[config.mk]
export PLATFORM = sky130hd
export DESIGN_NAME = ioBusTop
export DESIGN_NICKNAME = d
export VERILOG_FILES = /design/src/common/cromPkg.sv /design/src/common/busPkg.sv /design/src/hdl/ioBusTop.sv /design/src/hdl/busReturn.sv /design/src/hdl/intrVector.sv /design/src/hdl/ioRegBank.sv /design/src/hdl/busDecode.sv /design/src/nxd/cromDecode.sv /design/src/nxd/ioNxd.sv
export SDC_FILE = /design/constraint.sdc
export NUM_CORES = 1
export LEC_CHECK = 0
export BUFFER_PORTS_ARGS = -buffer_cell sky130_fd_sc_hd__buf_2
export CAP_MARGIN = 0
export CORE_UTILIZATION = 50
export DETAILED_ROUTE_END_ITERATION = 10
export PLACE_DENSITY = 0.81
export SYNTH_ARGS = -nofsm -noshare
export SYNTH_HDL_FRONTEND = slang
export SYNTH_SLANG_ARGS = --single-unit
[constraint.sdc]
create_clock -name clk -period 5.08 [get_ports clk]
set_input_delay 0.762 -clock clk [delete_from_list [all_inputs] [get_ports clk]]
set_output_delay 0.762 -clock clk [all_outputs]
set_load 0.02 [all_outputs]
[src/common/cromPkg.sv]
/* Control ROM fields as seen by the IO logic only
   Bit 107 is the MSB of the next-address field */
package cromPkg;

   // Full microcode word
   localparam int cromWidth = 108;

   // Next microcode address, 12 bits
   localparam int cromAddrMsb = 107;
   localparam int cromAddrLsb = 96;

   ////////////////////////////////////////////////////////////
   // Special function field
   ////////////////////////////////////////////////////////////

   // Enable for the special select
   localparam int specEnBit = 70;

   // Select code, 3 bits
   localparam int specSelMsb = 69;
   localparam int specSelLsb = 67;

   // Clear IO latch
   localparam logic [2:0] specClrIoLat = 3'd5;

   // Last microinstruction of the WRU sequence
   localparam logic [11:0] wruDoneAddr = 12'o3726;

endpackage

[src/common/busPkg.sv]
/* Bus address word with the flags in the top 14 bits, MSB first.
   Layout is private to this subsystem and not the full backplane map */
package busPkg;

   // Word and field widths
   localparam int busWidth    = 36;
   localparam int ioAddrWidth = 18;
   localparam int ctlNumWidth = 4;
   localparam int levelWidth  = 7;

   // Flag bits in the top of the address word
   typedef struct packed {
      logic [2:0] pad0;
      logic       read;
      logic       pad1;
      logic       write;
      logic       io;
      logic       wru;
      logic       vect;
      logic [3:0] pad2;
      logic       phys;
   } busFlagsT;

   ////////////////////////////////////////////////////////////
   // Two readings of the same address word
   ////////////////////////////////////////////////////////////

   // Plain IO cycle
   typedef struct packed {
      busFlagsT                 flags;
      logic [ctlNumWidth-1:0]   ctlNum;
      logic [ioAddrWidth-1:0]   regAddr;
   } ioViewT;

   // WRU and vector cycles
   // Level mask sits in the low bits
   typedef struct packed {
      busFlagsT                 flags;
      logic [14:0]              pad;
      logic [levelWidth-1:0]    levels;
   } vecViewT;

   typedef union packed {
      ioViewT  ioView;
      vecViewT vecView;
   } busAddrT;

endpackage
[src/hdl/ioBusTop.sv]
/* IO bus subsystem top, no memory cycles or arbitration
   CPU holds cpuReq and cpuAddr steady until it drops the request */
`timescale 1ns/1ps

module ioBusTop import busPkg::*, cromPkg::*; #(
   parameter int                     nxdCount   = 10,
   parameter logic [ctlNumWidth-1:0] devCtl     = 4'd3,
   parameter logic [ioAddrWidth-1:0] devBase    = 18'o776000,
   parameter int                     numRegs    = 8,
   parameter int                     ackDelay   = 3,
   parameter logic [busWidth-1:0]    vectorBase = 36'o240
) (
   input  logic                  clk,
   input  logic                  rst,
   input  logic                  cpuReq,
   input  busAddrT               cpuAddr,
   input  logic [busWidth-1:0]   cpuDataO,
   input  logic [cromWidth-1:0]  crom,
   input  logic [levelWidth-1:0] intReq,
   output logic                  cpuAck,
   output logic [busWidth-1:0]   cpuDataI,
   output logic                  ioWait,
   output logic                  ioBusy
);

   localparam int selWidth = $clog2(numRegs);

   // Decoded cycle
   logic                  isIo;
   logic                  isWru;
   logic                  isVect;
   logic                  isWrite;
   logic                  regHit;
   logic [selWidth-1:0]   regSel;
   logic [levelWidth-1:0] vecLevels;

   // Microcode events
   logic                  ioClear;
   logic                  wruDone;

   // Device returns
   logic                  regAck;
   logic [busWidth-1:0]   regData;
   logic                  vecAck;
   logic [busWidth-1:0]   vecData;

   ////////////////////////////////////////////////////////////
   // Decoders
   ////////////////////////////////////////////////////////////

   busDecode #(
      .devCtl  (devCtl),
      .devBase (devBase),
      .numRegs (numRegs)
   ) busDecode0 (
      .cpuAddr   (cpuAddr),
      .isIo      (isIo),
      .isWru     (isWru),
      .isVect    (isVect),
      .isWrite   (isWrite),
      .regHit    (regHit),
      .regSel    (regSel),
      .vecLevels (vecLevels)
   );

   cromDecode cromDecode0 (
      .clk     (clk),
      .rst     (rst),
      .crom    (crom),
      .ioClear (ioClear),
      .wruDone (wruDone)
   );

   ////////////////////////////////////////////////////////////
   // Devices and return path
   ////////////////////////////////////////////////////////////

   ioRegBank #(
      .numRegs  (numRegs),
      .ackDelay (ackDelay)
   ) ioRegBank0 (
      .clk      (clk),
      .rst      (rst),
      .cpuReq   (cpuReq),
      .regHit   (regHit),
      .regSel   (regSel),
      .isWrite  (isWrite),
      .cpuDataO (cpuDataO),
      .regAck   (regAck),
      .regData  (regData)
   );

   intrVector #(
      .vectorBase (vectorBase)
   ) intrVector0 (
      .clk       (clk),
      .rst       (rst),
      .cpuReq    (cpuReq),
      .isWru     (isWru),
      .isVect    (isVect),
      .vecLevels (vecLevels),
      .intReq    (intReq),
      .vecAck    (vecAck),
      .vecData   (vecData)
   );

   busReturn busReturn0 (
      .regAck   (regAck),
      .regData  (regData),
      .vecAck   (vecAck),
      .vecData  (vecData),
      .cpuAck   (cpuAck),
      .cpuDataI (cpuDataI)
   );

   // Timeout and page fault monitor
   ioNxd #(
      .nxdCount (nxdCount)
   ) ioNxd0 (
      .clk     (clk),
      .rst     (rst),
      .cpuReq  (cpuReq),
      .cpuAck  (cpuAck),
      .isIo    (isIo),
      .isWru   (isWru),
      .isVect  (isVect),
      .ioClear (ioClear),
      .wruDone (wruDone),
      .ioWait  (ioWait),
      .ioBusy  (ioBusy)
   );

endmodule

[src/hdl/busReturn.sv]
/* Return path from the devices to the CPU
   Register bank wins if both ever ack together */
`timescale 1ns/1ps

module busReturn import busPkg::*; (
   input  logic                regAck,
   input  logic [busWidth-1:0] regData,
   input  logic                vecAck,
   input  logic [busWidth-1:0] vecData,
   output logic                cpuAck,
   output logic [busWidth-1:0] cpuDataI
);

   // Any device answering
   assign cpuAck = regAck | vecAck;

   ////////////////////////////////////////////////////////////
   // Data select
   ////////////////////////////////////////////////////////////

   always_comb
   begin
      if (regAck)
         cpuDataI = regData;
      else if (vecAck)
         cpuDataI = vecData;
      else
         // Idle bus reads zero
         cpuDataI = '0;
   end

endmodule

[src/hdl/intrVector.sv]
/* Interrupt responder for WRU and vector cycles
   Level n is bit n of intReq; no pending level means no ack */
`timescale 1ns/1ps

module intrVector import busPkg::*; #(
   parameter logic [busWidth-1:0] vectorBase = 36'o240
) (
   input  logic                  clk,
   input  logic                  rst,
   input  logic                  cpuReq,
   input  logic                  isWru,
   input  logic                  isVect,
   input  logic [levelWidth-1:0] vecLevels,
   input  logic [levelWidth-1:0] intReq,
   output logic                  vecAck,
   output logic [busWidth-1:0]   vecData
);

   logic [levelWidth-1:0] matchLvls;
   logic                  wruHit;
   logic                  vecHit;

   // Vector for the highest set level
   function automatic logic [busWidth-1:0] vecFor(input logic [levelWidth-1:0] lvls);
      logic [busWidth-1:0] vec;
      vec = vectorBase;
      for (int i = 0; i < levelWidth; i++)
         if (lvls[i])
            vec = vectorBase + busWidth'(4 * i);
      return vec;
   endfunction

   // Pending levels the CPU asks about
   assign matchLvls = vecLevels & intReq;

   assign wruHit = cpuReq & isWru & (|intReq);
   assign vecHit = cpuReq & isVect & (|matchLvls);

   ////////////////////////////////////////////////////////////
   // Ack one cycle after the request
   ////////////////////////////////////////////////////////////

   always_ff @(posedge clk)
   begin
      if (rst)
         vecAck <= 1'b0;
      else
         vecAck <= wruHit | vecHit;
   end

   // Returned word, levels in low bits for WRU
   always_ff @(posedge clk)
   begin
      if (isWru)
         vecData <= busWidth'(intReq);
      else
         vecData <= vecFor(matchLvls);
   end

endmodule

[src/hdl/ioRegBank.sv]
/* Register bank device, acks ackDelay cycles after a hit, ackDelay >= 1
   Registers power up unknown; writes land on the first ack cycle */
`timescale 1ns/1ps

module ioRegBank import busPkg::*; #(
   parameter int numRegs  = 8,
   parameter int ackDelay = 3
) (
   input  logic                       clk,
   input  logic                       rst,
   input  logic                       cpuReq,
   input  logic                       regHit,
   input  logic [$clog2(numRegs)-1:0] regSel,
   input  logic                       isWrite,
   input  logic [busWidth-1:0]        cpuDataO,
   output logic                       regAck,
   output logic [busWidth-1:0]        regData
);

   localparam int dlyWidth = $clog2(ackDelay + 1);

   logic [busWidth-1:0] regFile [numRegs];
   logic [dlyWidth-1:0] dlyCnt;
   logic                active;
   logic                ackPrev;
   logic                firstAck;

   // Matching request held by the CPU
   assign active = cpuReq & regHit;

   ////////////////////////////////////////////////////////////
   // Acknowledge delay
   ////////////////////////////////////////////////////////////

   always_ff @(posedge clk)
   begin
      if (rst)
      begin
         dlyCnt  <= '0;
         regAck  <= 1'b0;
         ackPrev <= 1'b0;
      end
      else
      begin
         ackPrev <= regAck;
         if (!active)
         begin
            // Ready for the next hit
            dlyCnt <= '0;
            regAck <= 1'b0;
         end
         else if (!regAck)
         begin
            if (dlyCnt == dlyWidth'(ackDelay - 1))
               regAck <= 1'b1;
            else
               dlyCnt <= dlyCnt + 1'b1;
         end
      end
   end

   // Only once per bus cycle
   assign firstAck = regAck & ~ackPrev;

   // Register file write
   always_ff @(posedge clk)
   begin
      if (firstAck & isWrite)
         regFile[regSel] <= cpuDataO;
   end

   // Read data, valid with ack
   assign regData = regFile[regSel];

endmodule

[src/hdl/busDecode.sv]
/* Address decode for one register bank and the interrupt cycles
   numRegs must be a power of two */
`timescale 1ns/1ps

module busDecode import busPkg::*; #(
   parameter logic [ctlNumWidth-1:0] devCtl  = 4'd3,
   parameter logic [ioAddrWidth-1:0] devBase = 18'o776000,
   parameter int                     numRegs = 8
) (
   input  busAddrT                     cpuAddr,
   output logic                        isIo,
   output logic                        isWru,
   output logic                        isVect,
   output logic                        isWrite,
   output logic                        regHit,
   output logic [$clog2(numRegs)-1:0]  regSel,
   output logic [levelWidth-1:0]       vecLevels
);

   localparam int selWidth = $clog2(numRegs);

   logic                   plainIo;
   logic                   ctlMatch;
   logic [ioAddrWidth-1:0] regOffset;

   // Cycle flags
   assign isIo    = cpuAddr.ioView.flags.io;
   assign isWru   = cpuAddr.ioView.flags.io & cpuAddr.ioView.flags.wru;
   assign isVect  = cpuAddr.ioView.flags.io & cpuAddr.ioView.flags.vect;
   assign isWrite = cpuAddr.ioView.flags.write;

   // Neither WRU nor vector
   assign plainIo = isIo & ~cpuAddr.ioView.flags.wru & ~cpuAddr.ioView.flags.vect;

   ////////////////////////////////////////////////////////////
   // Register bank select
   ////////////////////////////////////////////////////////////

   assign ctlMatch = (cpuAddr.ioView.ctlNum == devCtl);

   // Below base wraps to a large offset
   assign regOffset = cpuAddr.ioView.regAddr - devBase;

   assign regHit = plainIo & ctlMatch & (regOffset < ioAddrWidth'(numRegs));
   assign regSel = regOffset[selWidth-1:0];

   // Level mask for vector cycles
   assign vecLevels = cpuAddr.vecView.levels;

endmodule

[src/nxd/cromDecode.sv]
/* Microcode decode for the IO monitor
   wruDone lags the matching ROM word by one cycle */
`timescale 1ns/1ps

module cromDecode import cromPkg::*; (
   input  logic                 clk,
   input  logic                 rst,
   input  logic [cromWidth-1:0] crom,
   output logic                 ioClear,
   output logic                 wruDone
);

   logic [2:0]  specSel;
   logic [11:0] nextAddr;

   // Fields of interest
   assign specSel  = crom[specSelMsb:specSelLsb];
   assign nextAddr = crom[cromAddrMsb:cromAddrLsb];

   // CLRIOLAT special function
   assign ioClear = crom[specEnBit] & (specSel == specClrIoLat);

   ////////////////////////////////////////////////////////////
   // End of WRU microcode
   ////////////////////////////////////////////////////////////

   always_ff @(posedge clk)
   begin
      if (rst)
         wruDone <= 1'b0;
      else
         wruDone <= (nextAddr == wruDoneAddr);
   end

endmodule

[src/nxd/ioNxd.sv]
/* Non-existent-device monitor, expects nxdCount of 1 or more
   Busy only clears on microcode events or a clear strobe while idle */
`timescale 1ns/1ps

module ioNxd #(
   parameter int nxdCount = 10
) (
   input  logic clk,
   input  logic rst,
   input  logic cpuReq,
   input  logic cpuAck,
   input  logic isIo,
   input  logic isWru,
   input  logic isVect,
   input  logic ioClear,
   input  logic wruDone,
   output logic ioWait,
   output logic ioBusy
);

   localparam int cntWidth = $clog2(nxdCount + 1);

   // FSM states
   localparam logic [2:0] stIdle   = 3'd0;
   localparam logic [2:0] stCount  = 3'd1;
   localparam logic [2:0] stAckIo  = 3'd2;
   localparam logic [2:0] stAckWru = 3'd3;
   localparam logic [2:0] stAckVec = 3'd4;
   localparam logic [2:0] stNoAck  = 3'd5;

   logic [2:0]          state;
   logic [cntWidth-1:0] nxdCnt;
   logic                cycWru;
   logic                cycVect;
   logic                busy;
   logic                ioStart;

   // Outstanding IO request, nobody answered yet
   assign ioStart = isIo & cpuReq & ~cpuAck;

   ////////////////////////////////////////////////////////////
   // Monitor FSM
   ////////////////////////////////////////////////////////////

   always_ff @(posedge clk)
   begin
      if (rst)
      begin
         state   <= stIdle;
         nxdCnt  <= '0;
         cycWru  <= 1'b0;
         cycVect <= 1'b0;
         busy    <= 1'b0;
      end
      else
      begin
         case (state)
            // New cycle, remember its kind
            stIdle:
            begin
               if (ioStart)
               begin
                  cycWru  <= isWru;
                  cycVect <= isVect;
                  busy    <= 1'b1;
                  nxdCnt  <= cntWidth'(nxdCount);
                  state   <= stCount;
               end
               // Drops busy left by a timed out cycle
               else if (ioClear)
                  busy <= 1'b0;
            end
            // Count down until ack or timeout
            stCount:
            begin
               if (cpuAck)
               begin
                  if (cycWru)
                     state <= stAckWru;
                  else if (cycVect)
                     state <= stAckVec;
                  else
                     state <= stAckIo;
               end
               else if (nxdCnt != '0)
                  nxdCnt <= nxdCnt - 1'b1;
               else
                  state <= stNoAck;
            end
            // Microcode clears the IO latch
            stAckIo:
            begin
               if (ioClear)
               begin
                  busy  <= 1'b0;
                  state <= stIdle;
               end
            end
            // End of WRU microcode
            stAckWru:
            begin
               if (wruDone)
               begin
                  busy  <= 1'b0;
                  state <= stIdle;
               end
            end
            // Vector flag removed by the CPU
            stAckVec:
            begin
               if (!isVect)
               begin
                  busy  <= 1'b0;
                  state <= stIdle;
               end
            end
            // Timed out; a WRU releases busy and waits for its flag to go
            stNoAck:
            begin
               if (cycWru)
               begin
                  busy <= 1'b0;
                  if (!isWru)
                     state <= stIdle;
               end
               else
                  state <= stIdle;
            end
            default:
               state <= stIdle;
         endcase
      end
   end

   // Busy shows in the request cycle already
   assign ioBusy = (ioStart & (state == stIdle)) | busy;

   // CPU stalls while idle or counting
   assign ioWait = ioStart & ((state == stIdle) | (state == stCount));

endmodule

Word-level counts from Yosys, hierarchy flattened:

Memories as Yosys holds them, arrays and structs flattened.
Index checks and enable logic that the tools add are counted.

* register bits after elaboration: 52
* RAM bits: 288
* input bits: 190
* output and inout bits: 39
* word-level logic and storage cells: 113
* memories kept: 1

Memories
* ioRegBank0.regFile: words 8, width 36, rd ports 1, clocked after memory_dff 0, write ports 1, RTL line ioRegBank.sv:22 `logic [busWidth-1:0] regFile [numRegs];`

* add/subtract/negate cells: 3
* magnitude comparators: 1
* equal/unequal tests: 18
* multiplexer cells: 34
* bitwise operators: 30
* reductions and logical operators: 13

Operators with widths (number)
* 36-bit 2-to-1 mux: 2
* 3-bit 2-to-1 mux: 11
* 4-bit 2-to-1 mux: 5
* 1-bit bitwise AND: 18
* 18-bit by 4-bit < comparator with 1-bit output, second input constant: 1
* 3-bit case mux with 6 select lines: 1
* 18-bit subtractor, second input constant: 1
* 5-bit 2-to-1 mux: 3
* 7-bit OR reduction: 2
* 12-bit by 11-bit == test with 1-bit output, second input constant: 1
* 3-bit == test, second input constant: 3
* 1-bit 2-to-1 mux: 9
* 2-bit inequality test, second input constant: 4
* 4-bit case mux with 2 select lines: 1
* 4-bit AND reduction: 2
* 7-bit bitwise AND: 1
* 7-bit 2-to-1 mux: 1
* 1-bit NOT: 7
* 3-bit by 2-bit == test with 1-bit output, second input constant: 2
* 2-bit by 1-bit inequality test with 1-bit output, second input constant: 3
* 6-bit AND reduction: 1
* 6-bit OR reduction: 1
* 1-bit case mux with 5 select lines: 1
* 5-bit nonzero test: 1
* other kinds (13): 17

Depth between registers and ports, before layout:

Gate-level depths: netlist of the first run.

* depth in word-level cells: 8
* gate-level depth with buffers: 7
* depth with buffers taken out: 6

By module:

A second synthesis of the first run with hierarchy kept.

* cell total of the unflattened synthesis: 669
* area total of the unflattened synthesis: 13127.6 µm²

By module, submodules not included
* ioRegBank: times used 1, cells each 447, area each 11240.8 µm², sequential area each 8728.4 µm²
* ioNxd: times used 1, cells each 76, area each 646.9 µm², sequential area each 200.2 µm²
* intrVector: times used 1, cells each 66, area each 570.5 µm², sequential area each 180.2 µm²
* busReturn: times used 1, cells each 50, area each 416.6 µm², sequential area each 0.0 µm²
* busDecode: times used 1, cells each 23, area each 176.4 µm², sequential area each 0.0 µm²
* cromDecode: times used 1, cells each 7, area each 76.3 µm², sequential area each 20.0 µm²

Worst setup path before layout of the first run:

Ideal clock, no wire load.

* path kind: input to register
* start point: in cpuAddr[0] (netlist bit)
* end point: mem ioRegBank0.regFile[0][0] (enable)
* setup time: 0.520 ns
* arrival: 4.514 ns
* required time: 4.560 ns
* slack: 0.046 ns
* stages on the path: 2
* buffers on the path: 1
* cells stage by stage: buf_4 -> nor4_1

* word-level cells in the longest chain between the ends: 1

RTL lines
* start, declared: RTL line ioBusTop.sv:16 `input busAddrT cpuAddr,`
* 18-bit subtractor: RTL line busDecode.sv:42 `assign regOffset = cpuAddr.ioView.regAddr - devBase;`
* end, declared: RTL line ioRegBank.sv:22

No other way between the ends.

Final worst setup path of the first run:

* start point: in cpuAddr[1] (netlist bit)
* end point: out cpuDataI[29]

* word-level cells in the longest chain between the ends: 3

RTL lines
* 18-bit subtractor: RTL line busDecode.sv:42
* memory read 8 x 36 bit
* 36-bit 2-to-1 mux: RTL line busReturn.sv:23 `if (regAck)`
* end, declared: RTL line ioBusTop.sv:21 `output logic [busWidth-1:0] cpuDataI,`

No other way between the ends.

==> impl_metrics.json, run 1 <==
{
  "fin_skew_ps": 10.8,
  "setup_ws_ps": 1440,
  "grt_pass1_wl_um": 39600,
  "worstSetupPathType": "in -> out",
  "placementRows": 55,
  "critPathMaxStageDelay_ps": 780,
  "post-route-cell-area_um2": 13700,
  "tns_ps": 0,
  "setup_viol": 0,
  "post-cts-setup-buffers": 0,
  "antenna_left": 0,
  "dr.pass1.iters": 5,
  "wirelength_um": 26600,
  "final_layout_size_suffix_gt1_share_pct": 25.2,
  "leakage_uw": 0.00445,
  "clock_latency_ps": 540,
  "place_area_um2": 12800,
  "cp_cell_sequence": "buf_2 > nor3b_4 > buf_4 > a22oi_1 > a41oi_1 > buf_2",
  "postSynth.asyncResetShare_pct": 0,
  "final_common_cell": "edfxtp_1",
  "gr-usage-all-layers_pct": 21.9,
  "hpwl_um": 14900,
  "ys.flop_type": "edfxtp_1",
  "yosys_warnings": 0,
  "rsz0062_at_grt": "no",
  "fin_util_pct": 59.7,
  "grt_antenna_before_repair": 1,
  "io_pins": 229,
  "worst_ep_arrival_time_ps": 2880,
  "cp_slowest_cell": "nor3b_4",
  "max_freq_ghz": 0.275,
  "vias": 7070,
  "syn_inst": 688,
  "final_hold_viol_count": 0,
  "hold_path_class": "in -> reg",
  "place.gp.congestion": 0.814,
  "layout_common_cells": "288 x edfxtp_1, 145 x a22oi_1, 126 x buf_2",
  "cts_buffer_depth": 3,
  "fin_crit_ps": 3640,
  "cp_common_cell": "buf_2",
  "synth_nets": 881,
  "cts.sinks": 312,
  "crit_required_ps": 4320,
  "grt_overflow_total": 0,
  "max_slew_margin_pct": 31.2,
  "wire_per_inst_um": 23.0,
  "outcome": "complete, no violations",
  "synth_cell_types": 54,
  "p_per_area_nw_per_um2": 384,
  "grt_max_degree": 38,
  "syn-cell-area_um2": 11800,
  "die_area_um2": 24200,
  "synth-seq-cells": 312,
  "first_global_vias": 6900,
  "report.final.slew_viol_count": 0,
  "portBuffers": 126,
  "peakVddDrop_mv": 0.404,
  "end_kind": "primary output",
  "max_slew.worst_pin.slew_ps": 1030,
  "worstPathMaxFanout": 14,
  "via_per_inst": 6.12,
  "yosysSeqAreaShare_pct": 77.3,
  "drc": 0,
  "initial_core_util_pct": 51.5,
  "drt_first_iter_violations": 697,
  "hold_buffers": 0,
  "cts_made_buffers": 28,
  "cp-start-kind": "input pin",
  "dieWidth_um": 156,
  "syn_area_per_cell_um2": 17.2,
  "root_buffer": "clkbuf_16",
  "synth-edff-count": 288,
  "final_nets": 1016,
  "cts_htree_levels": 1,
  "place_ws_ps": 1400,
  "cts.clk_slew.worst_paths_ps": 60,
  "syn2layout_area_growth_pct": 15.8,
  "ctsResizeCount": 0,
  "core_um2": 22900,
  "hold_slack_ps": 389,
  "die_y_um": 156,
  "max_cap_viol_count": 0,
  "fin_crit_sh_pct": 71.6,
  "cts_tree": "done"
}
## flip-flops by register name, summed over array words and instances (netlist names)
name,flops
cromDecode0.wruDone,1
intrVector0.vecAck,1
intrVector0.vecData,8
ioNxd0.busy,1
ioNxd0.cycVect,1
ioNxd0.cycWru,1
ioNxd0.nxdCnt,4
ioNxd0.state,3
ioRegBank0.ackPrev,1
ioRegBank0.dlyCnt,2
ioRegBank0.regAck,1
ioRegBank0.regFile,288
## cells by family (layout without fill, tap and decap cells)
group,Yosys count,after routing,synth area share [%]
DFF,312,312,77.3
AOI/OAI and AO/OA,216,216,14.0
and+or+nand+nor,97,97,5.25
buffers and inverters,56,209,2.75
adders and majority gates,3,3,0.318
muxes,3,3,0.265
xor gates and xnor gates,1,1,0.0742
other,0,1,0
## worst paths after layout
path	from	to	depth (start not counted)	slack, ps
worst max-delay path	cpuAddr[1]	cpuDataI[29]	6	1440
worst max register to register	ioRegBank0.regAck	ioRegBank0.regFile[7][2]	3	2030
worst min-delay path	crom[107]	cromDecode0.wruDone	2	390
worst min register to register	ioNxd0.nxdCnt[3]	ioNxd0.nxdCnt[3]	2	520
## report_power, final
part | internal (uW) | leakage [uW] | switching, uW | total [uW]
sequential | 2830 | 0.00278 | 29.6 | 2860
clock | 1190 | 0.000430 | 860 | 2050
combinational | 133 | 0.00123 | 208 | 341
total | 4150 | 0.00445 | 1100 | 5240
## metal layers
metal	up-vias	wire, um	global-route usage [%]
met3	57	2080	3.28
met1	3501	10300	27.9
li1	3147	-	-
met2	365	13400	37.9
met5	-	0	0
met4	0	754	8.59
## metrics by stage
step           power [uW]  std cells
6_report             5240       1155
5_1_grt              5390       1155
4_1_cts              5260       1154
3_5_place_dp         3240       1106
3_3_place_gp         3230       1106
2_1_floorplan        3130        688
## synth_stat cells, drive strengths merged (2+ instances only)
master	instances	area share, %
a21oi	10	0.42
o21ai	3	0.13
nand4	13	0.69
a41oi	28	2.1
dfxtp	24	4.1
nor4	7	0.37
inv	16	0.51
or2	5	0.26
clkbuf	6	0.19
a211oi	4	0.25
nand2	11	0.35
nor3b	4	0.54
edfxtp	288	73
and3b	3	0.25
nand2b	3	0.16
buf	34	2.0
a21o	2	0.13
and4	2	0.15
a22oi	147	9.4
a32o	2	0.17
and2	2	0.11
a22o	9	0.67
nor3	4	0.36
o22ai	2	0.16
mux2i	2	0.17
and3	4	0.22
nand4b	3	0.22
a31oi	4	0.21
nor2	22	0.70
ha	3	0.32
nand3	6	0.25
## layout make-up
cell class	count	area (um2)
Sequential cell	312	9130
Timing Repair Buffer	145	786
Tap cell	313	392
Clock buffer	34	744
Multi-Input combinational cell	320	2410
Inverter	16	60.1
Antenna cell	1	2.50
Fill cell	1621	9250
Clock inverter	14	146
## worst max-delay path: cells and delay by family
| family | cells | cell delay (ps) |
|---|---|---|
| buf+inv | 3 | 860 |
| compound gates | 2 | 450 |
| simple gates | 1 | 780 |
No activity file was read; power rests on OpenSTA's default activity.
==> run 2, diff against run 1 <==
==> constraint.sdc (replaced) <==
create_clock -name clk -period 3 [get_ports clk]
set_input_delay 0.45 -clock clk [delete_from_list [all_inputs] [get_ports clk]]
set_output_delay 0.45 -clock clk [all_outputs]
set_load 0.02 [all_outputs]
==> run 2 against run 1 <==
Against the previous run:
- global-route usage is 0.061 points higher
- non-clock buffer count up 11
- register-to-register slack worse by 1100 ps
- cell count increased by 1.5%
- critical path depth shrank 1
- largest cell class unchanged
- largest power group unchanged
==> impl_metrics.json, run 2 (synthesis gave the netlist of run 1 again) <==
{
  "via_per_inst": 6.14,
  "largest_reg_flops": 288,
  "portBuffers": 126,
  "final_layout_size_suffix_gt1_share_pct": 25.6,
  "drc": 0,
  "ctsResizeCount": 0,
  "power_uw": 8640,
  "gr-usage-all-layers_pct": 22.0,
  "cts.clk_slew.worst_paths_ps": 60,
  "cts_htree_levels": 1,
  "die_y_um": 156,
  "clock_latency_ps": 550,
  "switching_share_pct": 21.9,
  "p_sw_uw": 1890,
  "worstSetupPathType": "reg -> out",
  "rsz0062_at_grt": "no",
  "fin_util_pct": 60.3,
  "initial_core_util_pct": 51.5,
  "max_slew.worst_pin.slew_ps": 641,
  "cts_buffer_depth": 3,
  "cts.sinks": 312,
  "nFillCells": 1633,
  "hold_buffers": 0,
  "hold_slack_ps": 69.5,
  "antenna_left": 0,
  "leakage_uw": 0.00450,
  "power.share.sequential_pct": 55.9,
  "hpwl_um": 15400,
  "final_nets": 1027,
  "p_per_area_nw_per_um2": 626,
  "io_pins": 229,
  "die_area_um2": 24200,
  "regMostFlops": "ioRegBank0.regFile",
  "max_slew_margin_pct": 57.3,
  "first_global_vias": 6971,
  "hold_path_class": "in -> reg",
  "fin_crit_ps": 2590,
  "end_kind": "primary output",
  "worstPathMaxFanout": 10,
  "grt_antenna_before_repair": 3,
  "post-cts-setup-buffers": 0,
  "syn2layout_area_growth_pct": 17.0,
  "dieWidth_um": 156,
  "top_regs": "ioRegBank0.regFile (288), intrVector0.vecData (8), ioNxd0.nxdCnt (4)",
  "cts_tree": "done",
  "p_comb_share_pct": 6.8,
  "grt_pass1_wl_um": 39800,
  "core_um2": 22900,
  "tns_ps": 0,
  "place_area_um2": 13000,
  "max_freq_ghz": 0.387,
  "root_buffer": "clkbuf_16",
  "max_cap_viol_count": 0,
  "cp-start-kind": "flip-flop",
  "layout_common_cells": "288 x edfxtp_1, 145 x a22oi_1, 126 x buf_2",
  "outcome": "complete, no violations",
  "peakVddDrop_mv": 0.563,
  "vias": 7199,
  "cts_made_buffers": 28,
  "grt_overflow_total": 0,
  "post-route-cell-area_um2": 13800,
  "wirelength_um": 26900,
  "p_int_uw": 6750,
  "final_hold_viol_count": 0,
  "fin_crit_sh_pct": 86.2,
  "crit_required_ps": 2550,
  "wire_per_inst_um": 22.9,
  "report.final.slew_viol_count": 0,
  "drt_first_iter_violations": 664,
  "final_common_cell": "edfxtp_1",
  "worst_ep_arrival_time_ps": 2140,
  "grt_max_degree": 38,
  "placementRows": 55,
  "place.gp.congestion": 0.866,
  "fin_skew_ps": 14.7,
  "setup_viol": 0,
  "p_clk_share_pct": 37.2,
  "dr.pass1.iters": 5
}
run 2: cell count changes in the layout (fill, tap and decap cells not counted):
| cell | before | now |
|---|---|---|
| bufinv_16 | 3 | 0 |
| nor4_4 | 0 | 1 |
| clkbuf_1 | 5 | 7 |
| clkinvlp_2 | 1 | 0 |
| clkinv_4 | 0 | 1 |
| buf_12 | 1 | 9 |
| clkinv_2 | 5 | 4 |
| clkinv_16 | 0 | 1 |
| clkbuf_16 | 29 | 28 |
| clkinv_1 | 3 | 9 |
| buf_4 | 18 | 21 |
| diode_2 | 1 | 3 |
| nor4_2 | 1 | 0 |
run 2: per-stage QoR:
| stage | instances | worst slack, ps |
|---|---|---|
| 3_3_place_gp | 1117 | 454 |
| 4_1_cts | 1169 | 392 |
| 2_1_floorplan | 688 | -81.5 |
| 5_1_grt | 1171 | 348 |
| 3_5_place_dp | 1117 | 453 |
| 6_report | 1172 | 414 |
run 2: worst paths after layout:
check | slack (ps) | cells past startpoint | endpoint | startpoint
hold reg to reg | 510 | 2 | ioNxd0.nxdCnt[1] | ioNxd0.nxdCnt[1]
setup / recovery | 410 | 5 | ioBusy | ioRegBank0.regAck
hold / removal | 70 | 2 | cromDecode0.wruDone | crom[107]
setup reg to reg | 960 | 5 | ioRegBank0.regFile[0][27] | ioRegBank0.regAck
run 2: cell type report:
| type | instances | area [um2] | area share, % |
|---|---|---|---|
| flip-flops and latches | 312 | 9130 | 66.1 |
| multi-input cells | 320 | 2420 | 17.5 |
| diodes | 3 | 7.51 | 0.0544 |
| inverters | 16 | 60.1 | 0.435 |
| clock buffers | 35 | 727 | 5.26 |
| clock inverters | 17 | 108 | 0.779 |
| well taps | 313 | 392 | 2.84 |
| repair buffers | 156 | 968 | 7.01 |
run 2: power by group through the flow:
stage          clock (uW)  combinational [uW]  sequential (uW)
2_1_floorplan           0                 392             4910
5_1_grt              3420                 651             4840
3_3_place_gp            0                 562             4930
3_5_place_dp            0                 582             4930
6_report             3220                 591             4840
4_1_cts              3250                 586             4830
run 2: metal layers:
metal / routed length (um) / global-route usage, %
met5: 0 / 0
met4: 626 / 9.24
met3: 2240 / 3.86
met2: 13800 / 37.2
met1: 10200 / 28.0
run 2: worst max-delay path, cell delays in order (launching register included):
cell	delay (ps)
dfxtp_1	370
buf_4	190
nand4bb_1	360
nor3_4	350
or2_2	160
buf_2	150
